## config.mk

```make
export PLATFORM = sky130hd
export DESIGN_NAME = pwmDevice
export DESIGN_NICKNAME = d
export VERILOG_FILES = /design/src/logic/pwmPkg.sv /design/src/logic/busRegister.sv /design/src/logic/pwmTimebase.sv /design/src/logic/pwmChannel.sv /design/src/logic/pwmBusInterface.sv /design/src/logic/pwmDevice.sv
export SDC_FILE = /design/constraint.sdc
export NUM_CORES = 1
export LEC_CHECK = 0
export BUFFER_PORTS_ARGS = -buffer_cell sky130_fd_sc_hd__buf_2
export CAP_MARGIN = 20
export CORE_MARGIN = 2
export CORE_UTILIZATION = 56
export CTS_CLUSTER_SIZE = 30
export DETAILED_ROUTE_END_ITERATION = 10
export PLACE_DENSITY = 0.8
export SLEW_MARGIN = 40
export SYNTH_ARGS = -nofsm -noshare
export SYNTH_HDL_FRONTEND = slang
export SYNTH_SLANG_ARGS = --single-unit
```

## constraint.sdc

```tcl
create_clock -name clk -period 4.25 [get_ports clk]
set_input_delay 1.0625 -clock clk [delete_from_list [all_inputs] [get_ports clk]]
set_output_delay 1.0625 -clock clk [all_outputs]
set_load 0.01 [all_outputs]
```

## src/logic/pwmPkg.sv

```systemverilog
package pwmPkg;

	// in-device address space
	localparam int localAddrWidth = 12;

	// prescale shift amount, 0 to 31
	localparam int scaleWidth = 5;

	// register map
	localparam logic [localAddrWidth-1:0] addrConfig = 12'h000;
	localparam logic [localAddrWidth-1:0] addrTop = 12'h004;
	localparam logic [localAddrWidth-1:0] addrData = 12'h008;

	// compare registers, one word per channel
	localparam logic [localAddrWidth-1:0] addrCompareBase = 12'h010;
	localparam logic [localAddrWidth-1:0] addrCompareStride = 12'h004;

	// reset values
	localparam int defaultScale = 3;

	// 5000 counts per period with the default prescale
	localparam int defaultTop = 'h1387;

	// returned when nothing claims a read
	localparam logic [31:0] readIdle = 32'hffff_ffff;

	typedef logic [scaleWidth-1:0] scaleT;

endpackage

```

## src/logic/busRegister.sv

```systemverilog
`timescale 1ns/1ps

module busRegister #(
	parameter type payloadT = logic [31:0],
	parameter logic [pwmPkg::localAddrWidth-1:0] address = '0,
	parameter payloadT resetValue = '0
) (
	input logic clk,
	input logic rst,
	input logic enable,
	input logic busWe,
	input logic busOe,
	input logic [pwmPkg::localAddrWidth-1:0] localAddress,
	input logic [3:0] busByteSelect,
	input logic [31:0] busDataWrite,
	output logic [31:0] readData,
	output logic readRequest,
	output payloadT value
);

	localparam int payloadWidth = $bits(payloadT);

	logic addressMatch;
	logic [31:0] currentWord;
	logic [31:0] laneMask;
	logic [31:0] mergedWord;

	assign addressMatch = enable && (localAddress == address);
	assign readRequest = addressMatch && busOe;

	// payload zero-extended to the bus word
	assign currentWord = 32'(value);

	// one mask byte per selected lane
	assign laneMask = {
		{8{busByteSelect[3]}},
		{8{busByteSelect[2]}},
		{8{busByteSelect[1]}},
		{8{busByteSelect[0]}}
	};
	assign mergedWord = (busDataWrite & laneMask) | (currentWord & ~laneMask);

	assign readData = readRequest ? currentWord : '0;

	always_ff @(posedge clk) begin
		if (rst) begin
			value <= resetValue;
		end else if (addressMatch && busWe) begin
			// bits above the payload are dropped
			value <= payloadT'(mergedWord[payloadWidth-1:0]);
		end
	end

endmodule

```

## src/logic/pwmTimebase.sv

```systemverilog
`timescale 1ns/1ps

module pwmTimebase #(
	parameter int WIDTH = 16
) (
	input logic clk,
	input logic rst,
	input logic counterEnable,
	input pwmPkg::scaleT scale,
	input logic [WIDTH-1:0] topValue,
	input logic topWrite,
	output logic [WIDTH-1:0] counterValue
);

	import pwmPkg::*;

	// room for the full shift range on top of the visible count
	localparam int baseWidth = WIDTH + 2**scaleWidth;

	logic [baseWidth-1:0] baseCounter;
	logic [baseWidth-1:0] shiftedCount;
	logic [baseWidth-1:0] fractionMask;
	logic lastTick;
	logic pastTop;

	assign shiftedCount = baseCounter >> scale;
	assign counterValue = shiftedCount[WIDTH-1:0];

	// low bits below the visible count
	assign fractionMask = ~({baseWidth{1'b1}} << scale);

	// last base clock of the top count, so the period is (top+1) << scale
	assign lastTick = (shiftedCount == baseWidth'(topValue))
		&& ((baseCounter & fractionMask) == fractionMask);

	// a smaller prescale can leave the view above top
	assign pastTop = shiftedCount > baseWidth'(topValue);

	always_ff @(posedge clk) begin
		if (rst) begin
			baseCounter <= '0;
		end else if (topWrite || !counterEnable) begin
			baseCounter <= '0;
		end else if (lastTick || pastTop) begin
			baseCounter <= '0;
		end else begin
			baseCounter <= baseCounter + 1'b1;
		end
	end

	// holds once the counter has had a cycle to restart after a change
	assert property (@(posedge clk) disable iff (rst)
		(counterEnable && !topWrite && $stable(scale)) |-> (counterValue <= topValue));

endmodule

```

## src/logic/pwmChannel.sv

```systemverilog
`timescale 1ns/1ps

module pwmChannel #(
	parameter int WIDTH = 16
) (
	input logic clk,
	input logic rst,
	input logic enable,
	input logic [WIDTH-1:0] counterValue,
	input logic [WIDTH-1:0] compareValue,
	output logic pwmOut,
	output logic rise,
	output logic fall
);

	logic compareHit;

	// high for the first compareValue counts of each period
	assign compareHit = enable && (counterValue < compareValue);

	always_ff @(posedge clk) begin
		if (rst) begin
			pwmOut <= 1'b0;
			rise <= 1'b0;
			fall <= 1'b0;
		end else begin
			pwmOut <= compareHit;
			// events line up with the cycle pwmOut takes its new level
			rise <= compareHit && !pwmOut;
			fall <= !compareHit && pwmOut;
		end
	end

	assert property (@(posedge clk) disable iff (rst)
		!(rise && fall));

endmodule

```

## src/logic/pwmBusInterface.sv

```systemverilog
`timescale 1ns/1ps

module pwmBusInterface #(
	parameter logic [3:0] ID = 4'h0,
	parameter int OUTPUTS = 4,
	parameter int WIDTH = 16
) (
	input logic clk,
	input logic rst,
	input logic peripheralEnable,
	input logic busWe,
	input logic busOe,
	input logic [15:0] busAddress,
	input logic [3:0] busByteSelect,
	input logic [31:0] busDataWrite,
	input logic [OUTPUTS-1:0][31:0] channelRead,
	input logic [OUTPUTS-1:0] channelRequest,
	input logic [31:0] configRead,
	input logic configRequest,
	input logic [WIDTH-1:0] counterValue,
	input logic [OUTPUTS-1:0] pwmOut,
	output logic [pwmPkg::localAddrWidth-1:0] localAddress,
	output logic deviceEnable,
	output logic [WIDTH-1:0] topValue,
	output logic topWrite,
	output logic [31:0] busDataRead,
	output logic requestOutput
);

	import pwmPkg::*;

	logic topHit;
	logic dataHit;
	logic topRequest;
	logic dataRequest;
	logic [31:0] topWord;
	logic [31:0] topMerged;
	logic [WIDTH+OUTPUTS-1:0] dataSample;

	// upper nibble selects the device
	assign localAddress = busAddress[localAddrWidth-1:0];
	assign deviceEnable = peripheralEnable && (busAddress[15:12] == ID);

	assign topHit = deviceEnable && (localAddress == addrTop);
	assign dataHit = deviceEnable && (localAddress == addrData);
	assign topRequest = topHit && busOe;
	assign dataRequest = dataHit && busOe;

	assign topWord = 32'(topValue);

	always_comb begin
		topMerged = topWord;
		for (int b = 0; b < 4; b++) begin
			if (busByteSelect[b]) begin
				topMerged[8*b +: 8] = busDataWrite[8*b +: 8];
			end
		end
	end

	// topWrite restarts the timebase in the cycle the new top appears
	always_ff @(posedge clk) begin
		if (rst) begin
			topValue <= WIDTH'(defaultTop);
			topWrite <= 1'b0;
		end else begin
			topWrite <= topHit && busWe;
			if (topHit && busWe) begin
				topValue <= topMerged[WIDTH-1:0];
			end
		end
	end

	// read-only snapshot, one cycle behind the pins
	always_ff @(posedge clk) begin
		dataSample <= {pwmOut, counterValue};
	end

	assign requestOutput = configRequest || topRequest || dataRequest || (|channelRequest);

	always_comb begin
		busDataRead = readIdle;
		if (configRequest) begin
			busDataRead = configRead;
		end else if (topRequest) begin
			busDataRead = topWord;
		end else if (dataRequest) begin
			busDataRead = 32'(dataSample);
		end else begin
			// lowest channel wins
			for (int i = OUTPUTS - 1; i >= 0; i--) begin
				if (channelRequest[i]) begin
					busDataRead = channelRead[i];
				end
			end
		end
	end

	// register addresses must never overlap
	assert property (@(posedge clk) disable iff (rst)
		$onehot0({channelRequest, configRequest, topRequest, dataRequest}));

endmodule

```

## src/logic/pwmDevice.sv

```systemverilog
`timescale 1ns/1ps

module pwmDevice #(
	parameter logic [3:0] ID = 4'h0,
	parameter int OUTPUTS = 4,
	parameter int WIDTH = 16
) (
	input logic clk,
	input logic rst,
	input logic peripheralEnable,
	input logic busWe,
	input logic busOe,
	input logic [15:0] busAddress,
	input logic [3:0] busByteSelect,
	input logic [31:0] busDataWrite,
	output logic [31:0] busDataRead,
	output logic requestOutput,
	output logic [OUTPUTS-1:0] pwmEn,
	output logic [OUTPUTS-1:0] pwmOut,
	output logic irq
);

	import pwmPkg::*;

	// scale, counter enable, then compare, output, rise and fall enables
	localparam int configWidth = scaleWidth + 1 + 4 * OUTPUTS;

	typedef logic [configWidth-1:0] configT;
	typedef logic [WIDTH-1:0] compareT;

	logic [localAddrWidth-1:0] localAddress;
	logic deviceEnable;
	logic [WIDTH-1:0] topValue;
	logic topWrite;
	logic [WIDTH-1:0] counterValue;
	configT configuration;
	logic [31:0] configRead;
	logic configRequest;
	logic [OUTPUTS-1:0][31:0] channelRead;
	logic [OUTPUTS-1:0] channelRequest;
	scaleT scale;
	logic counterEnable;
	logic [OUTPUTS-1:0] compareEnable;
	logic [OUTPUTS-1:0] outputEnable;
	logic [OUTPUTS-1:0] riseIrqEnable;
	logic [OUTPUTS-1:0] fallIrqEnable;
	logic [OUTPUTS-1:0] rise;
	logic [OUTPUTS-1:0] fall;

	pwmBusInterface #(.ID(ID), .OUTPUTS(OUTPUTS), .WIDTH(WIDTH)) busInterface (
		.clk(clk), .rst(rst), .peripheralEnable(peripheralEnable),
		.busWe(busWe), .busOe(busOe), .busAddress(busAddress),
		.busByteSelect(busByteSelect), .busDataWrite(busDataWrite),
		.channelRead(channelRead), .channelRequest(channelRequest),
		.configRead(configRead), .configRequest(configRequest),
		.counterValue(counterValue), .pwmOut(pwmOut),
		.localAddress(localAddress), .deviceEnable(deviceEnable),
		.topValue(topValue), .topWrite(topWrite),
		.busDataRead(busDataRead), .requestOutput(requestOutput)
	);

	busRegister #(
		.payloadT(configT),
		.address(addrConfig),
		.resetValue(configT'(defaultScale))
	) configRegister (
		.clk(clk), .rst(rst), .enable(deviceEnable), .busWe(busWe), .busOe(busOe),
		.localAddress(localAddress), .busByteSelect(busByteSelect),
		.busDataWrite(busDataWrite), .readData(configRead),
		.readRequest(configRequest), .value(configuration)
	);

	assign scale = configuration[scaleWidth-1:0];
	assign counterEnable = configuration[scaleWidth];
	assign compareEnable = configuration[scaleWidth + 1 +: OUTPUTS];
	assign outputEnable = configuration[scaleWidth + 1 + OUTPUTS +: OUTPUTS];
	assign riseIrqEnable = configuration[scaleWidth + 1 + 2 * OUTPUTS +: OUTPUTS];
	assign fallIrqEnable = configuration[scaleWidth + 1 + 3 * OUTPUTS +: OUTPUTS];

	pwmTimebase #(.WIDTH(WIDTH)) timebase (
		.clk(clk), .rst(rst), .counterEnable(counterEnable), .scale(scale),
		.topValue(topValue), .topWrite(topWrite), .counterValue(counterValue)
	);

	for (genvar i = 0; i < OUTPUTS; i++) begin : channel
		compareT compareValue;

		busRegister #(
			.payloadT(compareT),
			.address(addrCompareBase + localAddrWidth'(i * addrCompareStride)),
			.resetValue('0)
		) compareRegister (
			.clk(clk), .rst(rst), .enable(deviceEnable), .busWe(busWe), .busOe(busOe),
			.localAddress(localAddress), .busByteSelect(busByteSelect),
			.busDataWrite(busDataWrite), .readData(channelRead[i]),
			.readRequest(channelRequest[i]), .value(compareValue)
		);

		pwmChannel #(.WIDTH(WIDTH)) outputChannel (
			.clk(clk), .rst(rst), .enable(compareEnable[i]),
			.counterValue(counterValue), .compareValue(compareValue),
			.pwmOut(pwmOut[i]), .rise(rise[i]), .fall(fall[i])
		);
	end

	assign pwmEn = compareEnable & outputEnable;

	// any enabled edge event on any channel
	assign irq = |((riseIrqEnable & rise) | (fallIrqEnable & fall));

endmodule

```

; ---- Word-level counts from Yosys, hierarchy flattened
; Cells that the tools add are included.
; Widths: inputs -> output; s select.
[word_totals]
regBits = 183
input_bits = 57
output_inout_bits = 42
elab_cells = 118
[op_classes]
n_addsub = 1
order_cmp = 5
eq_ne = 8
shift = 2
n_mux = 7
bitwise_logic = 18
reduce_logical = 55
[op_table]
columns = operator, count
row1 = $mux 32, 7
row2 = $and 16x16->16, 4
row3 = $lt 16x16->1, 4
row4 = $or 16x16->16, 4
row5 = $add 48x1->48 const B, 1
row6 = $and 48x48->48, 1
row7 = $eq 12x5->1 const B, 4
row8 = $eq 48x16->1, 1
row9 = $eq 48x48->1, 1
row10 = $gt 48x16->1, 1
row11 = $not 48->48, 1
row12 = $shl 48x5->48 const A, 1
row13 = $shr 48x5->48, 1
row14 = $and 22x22->22, 2
row15 = $logic_and 1x1->1, 34
row16 = $not 22->22, 1
row17 = $or 22x22->22, 1
row18 = $and 4x4->4, 3
row19 = $eq 12x3->1 const B, 1
row20 = $eq 12x4->1 const B, 1
row21 = $logic_not 12->1, 1
row22 = $logic_not 1->1, 9
row23 = $reduce_or 4->1, 2
row24 = $logic_or 1x1->1, 5
row25 = other kinds (4), 5

; ---- Longest topological paths before layout
; Gate-level depths: netlist of run 1.
[depth]
word_depth = 11
ltp_mapped = 22
mapped_depth_nobuf = 15

; ---- Hierarchy
; Synthesis of run 1 repeated with hierarchy kept, for this count alone.
[hier_totals]
cells_unflattened = 1969
hier_area_um2 = 16190.5
[modules_own_cells]
columns = module, instances, cells_each, area_each_um2, seq_area_each_um2
row1 = pwmTimebase, 1, 727, 5759.3, 960.9
row2 = pwmBusInterface, 1, 408, 2900.3, 740.7
row3 = busRegister (channel[1].compareRegister ...), 2, 111, 1046.0, 320.3
row4 = pwmChannel, 4, 60, 488.0, 60.1
row5 = busRegister (configRegister), 1, 141, 1328.8, 440.4
row6 = busRegister (channel[0].compareRegister), 1, 111, 1053.5, 320.3
row7 = busRegister (channel[3].compareRegister), 1, 111, 1043.5, 320.3
row8 = pwmDevice, 1, 9, 61.3, 0.0

; ---- Worst setup path before layout of run 1
; Ideal clock, no wire load.
[synth_timing]
kind = register to register
startpoint = register (tool-made name)
endpoint = register timebase.baseCounter[3]
setup_time_ns = 0.123
arrival_ns = 4.501
required_ns = 4.127
slack_ns = -0.374
path_stages_with_launch = 21
path_buffers = 7
period_less_slack_ns = 4.624
cell_sequence = dfxtp_1 > buf_6 > buf_6 > buf_2 > buf_2 > buf_2 > mux2i_1 > a21oi_1 > mux4_2 > nand2_1 > o21ai_0 > ha_1 > nand4_1 > nor4_1 > o221a_2 > nand4_1 > o41a_1 > a41oi_2 > buf_4 > buf_6 > nor3_2
[synth_lines]
columns = element, line
row1 = end signal: assignment, pwmTimebase.sv:47  ; baseCounter <= baseCounter + 1'b1;
row2 = end: declaration, pwmTimebase.sv:20  ; logic [baseWidth-1:0] baseCounter;

==> impl_metrics.toml, run 1 <==
[cts]
cts_root_buffer = "clkbuf_16"
cts_num_sinks = 183
reg_clk_slew_reported_paths_ns = 0.08
worstSkewPairLatency_ns = 0.46
cts-root-to-sink-buffers = 2
cts_tree = "yes"
clock_tree.htree_level_count = 4
cts-buffers-inserted = 17

[die]
die_height_um = 157
core-area_um2 = 22800
design.portCount = 99
dieArea_um2 = 24500
initial_core_util = 0.573
num_rows = 55
die_x_um = 157

[detailed_routing]
first_iter_violations = 1736
firstDrtPassIters = 6
route.detailed.wl_per_inst_um = 21.2
route.detailed.vias_per_inst = 6.49
route.vias.total = 13759
count_of_nets_left_with_antenna_violations_after_detail_routing = 0
routed_wl_mm = 44.9
drcViolationCount = 0

[global_route]
first_global_vias = 12644
maximum_number_of_pins_on_one_net_before_global_route_repair = 76
grt_overflow_total = 0
initial_antenna_violation_count = 0
grt_use_total = 0.342
grt_pass1_wl_mm = 66.2

[yosys]
ys_types = 77
postSynthNetCount = 1770
synth_area_in_adders = 0.0739
synth_simple_gate_area_share = 0.231
compound_gate_portion_of_the_synthesized_area = 0.172
syn_inst = 1636
synth_flop_type = "dfxtp_1"
synth-xor-area-share = 0.0302
synth_async_sr_flop_share = 0
mux_contribution_to_synthesized_area = 0.133
netlist_area_um2 = 13000
synth_edf_count = 0
combinational_family_with_the_most_area_after_synthesis = "simple AND/OR/NAND/NOR gates"
synth-seq-area-share = 0.281
syn_area_per_cell_um2 = 7.97
yosysWarnings = 0
postSynthRegisterBits = 183

[finish]
layout_area_growth_over_synthesis_pct = 22.5
finalNonFillerCells = 2119
util_after_layout = 0.702
nets = 1927
final_common_cell = "nand2_1"
insertedDiodeCount = 0
most-common-layout-cells = "nand2_1, dfxtp_1, buf_4, a21oi_1, nor2_1"
post_route_cells_drive_above_1_share = 0.263

[worst_setup_path]
setup.worst_path.start_class = "flip-flop"
crit_fanout = 14
cp_data_required_time_ns = 4.58
crit_type = "flip-flop to flip-flop"
critPathArrivalTime_ns = 4.75
end_kind = "flip-flop"

[sta]
finalSetupViolCount = 49
finalClockSkew_ns = 0.0196
worst_tran_pin_value_ns = 0.912
max-slew-margin-rel = 0.384
max_freq_mhz = 227
ratio_of_final_minimum_period_to_clock_period = 1.04
post-route-min-period_ns = 4.41
postLayoutSetupSlackWorst_ns = -0.165
final-hold-violation-count = 0
grt_setup_unrepaired = "yes"
drv_slew = 0

[placed_design]
portBuffers = 87
gpl.final_weighted_congestion = 0.978
placed_cells = 2059
place.detailed.hpwl_mm = 30.9

[power_and_ir_drop]
total_leakage_power_nw = 6.39
max-vdd-ir-drop_v = 0.000252
power_per_cell_area_nw_per_um2 = 214

[run_status]
status = "complete, but fails checks"
violations = "setup timing"

[worst_hold_path]
worstHoldPathType = "flip-flop to flip-flop"

[job]
maxCapViolations = 0
==> worst paths after layout <==
check                           cells past startpoint  slack, ns                           to                       startpoint
worst max-delay path                               19      -0.16      timebase.baseCounter[6]                        flip-flop
worst min-delay path                                0       0.37  busInterface.dataSample[17]  channel[1].outputChannel.pwmOut
worst max register to register                     19      -0.16      timebase.baseCounter[6]                        flip-flop
worst min register to register                      0       0.37  busInterface.dataSample[17]  channel[1].outputChannel.pwmOut
==> final cells by class <==
type                            instances  area, um^2
Clock buffer                           17         425
Timing Repair Buffer                  280        2200
Fill cell                            1641        6790
Tap cell                              313         392
Sequential cell                       183        3670
Multi-Input combinational cell       1216        8760
Inverter                               95         359
Clock inverter                         15         178
==> metal layers <==
metal / part of all wire / track usage / up-vias
li1: - / - / 6102
met1: 0.38 / 0.457 / 6453
met2: 0.45 / 0.545 / 965
met3: 0.11 / 0.0557 / 239
met4: 0.055 / 0.153 / 0
met5: 0 / 0 / -
==> timing repair <==
action                                  4_1_cts  5_1_grt
gates resized for setup                      27       79
hold buffers                                  0        0
endpoints found under the setup margin       58       77
pin swaps                                     1       35
cloned                                        1        6
setup buffers                                 4       18
==> critical path, stage by stage, from the launching register on <==
cell and delay (ns):
dfxtp_4 0.46, buf_12 0.17, buf_12 0.15, mux2_2 0.38
a21oi_2 0.20, o211ai_1 0.17, o21ai_2 0.14, buf_4 0.14
mux2i_2 0.07, ha_1 0.31, nand4_1 0.14, nor4_2 0.28
buf_4 0.18, o221a_4 0.16, nand4_1 0.20, o41a_1 0.46
a41oi_4 0.25, buf_6 0.21, clkbuf_16 0.19, nor3_2 0.04
==> logic make-up (layout without fill, tap and decap cells) <==
logic type,count (synthesis),after routing
AOI/OAI and AO/OA,352,352
xor gates and xnor gates,45,45
adders and majority gates,77,77
buffers and inverters,237,407
DFF,183,183
muxes,131,131
and+or+nand+nor,611,611
==> through the flow <==
step                setup slack (ns)  instance area [um^2]  hold WS [ns]  TNS, ns  total power (W)
floorplan                    0.00207                 13100         0.360        0          0.00178
global placement              -0.128                 14600         0.367    -4.65          0.00182
detailed placement            -0.160                 14600         0.366    -5.48          0.00182
CTS                          -0.0369                 15400         0.372   -0.458          0.00342
global route                  -0.206                 16000         0.382    -8.67          0.00349
finish                        -0.165                 16000         0.375    -6.62          0.00343
==> cell usage after synthesis, types with 7 or more instances <==
library cell / n / share of area
nand4_1: 28 / 0.013
a211oi_1: 13 / 0.0075
inv_1: 93 / 0.027
buf_6: 7 / 0.0060
and2_1: 14 / 0.0067
mux2_2: 21 / 0.018
nand3_1: 36 / 0.014
buf_4: 14 / 0.0081
a21oi_1: 129 / 0.049
o21ai_0: 69 / 0.026
clkbuf_1: 79 / 0.023
nor2b_1: 9 / 0.0043
a21o_1: 23 / 0.013
nand2b_1: 7 / 0.0034
nor2_1: 116 / 0.033
and3_1: 11 / 0.0053
buf_2: 29 / 0.011
nor3_2: 21 / 0.016
o41ai_1: 8 / 0.0054
nand2_1: 263 / 0.076
o22ai_1: 28 / 0.013
mux2i_1: 78 / 0.060
xnor2_1: 27 / 0.018
buf_1: 8 / 0.0023
and4_1: 7 / 0.0047
nor4_1: 13 / 0.0062
nor3_1: 38 / 0.015
mux4_2: 30 / 0.052
a22oi_1: 11 / 0.0063
xor2_1: 18 / 0.012
ha_1: 77 / 0.074
o211ai_1: 11 / 0.0063
nor4_2: 8 / 0.0077
dfxtp_1: 183 / 0.28
o31a_1: 7 / 0.0047
or3_1: 8 / 0.0038
a211o_1: 15 / 0.010
==> power breakdown <==
group           total, W  switching [W]  internal [W]
combinational  0.0000734      0.0000506     0.0000229
clock            0.00164       0.000845      0.000799
sequential       0.00171  0.00000000273       0.00171
(Power assumes the default switching activity.)
==> run 2: changes to the inputs <==
CELL_PAD_IN_SITES_DETAIL_PLACEMENT = 1   (was not set)
CELL_PAD_IN_SITES_GLOBAL_PLACEMENT = 2   (was not set)
CORE_UTILIZATION = 37   (was 56)
PLACE_DENSITY = 0.83   (was 0.8)
clock period = 4.5 ns   (was 4.25 ns; I/O delays follow)
==> impl_metrics.toml, run 2 (same netlist as run 1, synthesis figures left out) <==
[global_route]
first_global_vias = 13010
grt_overflow_total = 0
grt_pass1_wl_mm = 76.2
initial_antenna_violation_count = 1
grt_use_total = 0.269
maximum_number_of_pins_on_one_net_before_global_route_repair = 62

[worst_setup_path]
crit_type = "primary input to primary output"
cp_data_required_time_ns = 3.38
count_of_cells_along_the_worst_register_to_register_path = 19
reg2reg_setup_slack_ns = 0.03
critPathArrivalTime_ns = 3.37
setup.worst_path.start_class = "primary input"
reg2reg_to = "timebase.baseCounter[13]"
crit_fanout = 3
end_kind = "primary output"

[die]
design.portCount = 99
die_height_um = 192
initial_core_util = 0.377
die_x_um = 192
core-area_um2 = 34600
dieArea_um2 = 36800
num_rows = 68

[placed_design]
portBuffers = 87
gpl.final_weighted_congestion = 0.902
pre_cts_slack_ns = -0.484
place.detailed.hpwl_mm = 35.9

[sta]
finalClockSkew_ns = 0.00974
ratio_of_final_minimum_period_to_clock_period = 0.998
postLayoutSetupSlackWorst_ns = 0.00854
grt_setup_unrepaired = "yes"
max-slew-margin-rel = 0.460
finalSetupViolCount = 0
final-hold-violation-count = 0
max_freq_mhz = 223
worst_tran_pin_value_ns = 0.804
post-route-min-period_ns = 4.49
drv_slew = 0

[detailed_routing]
routed_wl_mm = 50.6
route.vias.total = 13071
count_of_nets_left_with_antenna_violations_after_detail_routing = 0
met2_length_mm = 23.1
drcViolationCount = 0
met1_routed_length_mm = 23.4
firstDrtPassIters = 5
first_iter_violations = 959
top_layer = "met4"
route.detailed.wl_per_inst_um = 22.6
met3WireLength_mm = 2.79
route.detailed.vias_per_inst = 5.83

[power_and_ir_drop]
clockPowerShare = 0.485
power_per_cell_area_nw_per_um2 = 201
internal_power_consumption_w = 0.00249
net-switching-power_w = 0.000804
post-layout-total-power_w = 0.00329
total_leakage_power_nw = 6.40
p_comb_frac = 0.024
sw_frac_of_total = 0.244
sequentialPowerShare = 0.491
max-vdd-ir-drop_v = 0.000268

[finish]
post_route_cells_drive_above_1_share = 0.267
insertedDiodeCount = 0
final_common_cell = "nand2_1"
nets = 1909
most-common-layout-cells = "nand2_1, dfxtp_1, buf_4, a21oi_1, nor2_1"
layout_area_growth_over_synthesis_pct = 25.3

[cts]
cts-buffers-inserted = 17
clock_tree.htree_level_count = 4
cts_num_sinks = 183
cts-root-to-sink-buffers = 2
cts_tree = "yes"
worstSkewPairLatency_ns = 0.46
reg_clk_slew_reported_paths_ns = 0.07
cts_root_buffer = "clkbuf_16"

[worst_hold_path]
min-delay-start = "channel[2].outputChannel.pwmOut"
min_delay_worst_endpoint = "busInterface.dataSample[18]"
hold_depth = 0
worstHoldPathType = "flip-flop to flip-flop"

[job]
maxCapViolations = 0

[run_status]
status = "completed"
run 2: cell count changes in the layout (fill, tap and decap cells not counted), moves of 5 or more:
cell / delta
buf_4: -24
mux2_2: -8
o41ai_1: -8
inv_6: +6
nor2_1: -5
o41ai_2: +7
buf_6: +15
buf_2: -9
o22ai_4: +7
o22ai_1: -5
mux2_4: +8
nor2_2: +6
run 2: how the worst max path moves through the flow:
stage | start | end | depth (start not counted)
final | busAddress[8] | busDataRead[8] | 10
after detailed placement | busAddress[9] | busDataRead[0] | 11
after global routing | flip-flop | timebase.baseCounter[21] | 20
after global placement | busAddress[9] | busDataRead[4] | 11
after floorplan | flip-flop | timebase.baseCounter[3] | 20
after CTS | busAddress[10] | busDataRead[13] | 11
run 2: worst max-delay path: stages:
cell and delay (ns):
buf_6 0.10, nor4_4 0.32, buf_4 0.18, nor2b_4 0.14
nand4_1 0.15, or4_4 0.50, o221a_4 0.30, o31a_1 0.27
o21ai_1 0.13, buf_2 0.14
run 2: power by group through the flow:
stage               Combinational [W]  Sequential (W)  Clock [W]
CTS                         0.0000781         0.00162    0.00161
detailed placement          0.0000745         0.00166          0
global route                0.0000841         0.00162    0.00167
floorplan                   0.0000228         0.00166          0
finish                      0.0000791         0.00162    0.00160
global placement            0.0000714         0.00166          0
run 2: what timing repair did:
item,4_1_cts,5_1_grt
pin swaps,15,38
gates resized for setup,60,103
endpoints found under the setup margin,81,74
gates cloned,2,9
buffers inserted,6,10
hold buffers,0,0
endpoints found under the hold margin,0,0
run 2: layout make-up:
cell class,instances,area [um^2]
repair buffers,261,2140
multi-input cells,1217,9000
clock inverters,14,158
inverters,95,362
flip-flops and latches,183,3680
well taps,455,569
fillers,4161,18300
clock buffers,18,439
run 2: metal layers:
layer / track usage / vias to the layer above
met5: 0 / -
met4: 0.0796 / 0
met3: 0.0307 / 85
met2: 0.433 / 399
met1: 0.377 / 6535
li1: - / 6052
run 2: per-stage QoR:
| stage | hold WS (ns) | instances | util | TNS (ns) | cell area [um^2] |
|---|---|---|---|---|---|
| 2_1_floorplan | 0.360 | 1636 | - | 0 | 13100 |
| 3_3_place_gp | 0.368 | 2183 | 0.421 | -8.67 | 14600 |
| 3_5_place_dp | 0.377 | 2184 | 0.421 | -15.52 | 14600 |
| 4_1_cts | 0.390 | 2224 | 0.451 | -0.825 | 15600 |
| 5_1_grt | 0.408 | 2243 | 0.472 | -5.30 | 16300 |
| 6_report | 0.397 | 2243 | 0.472 | 0 | 16300 |
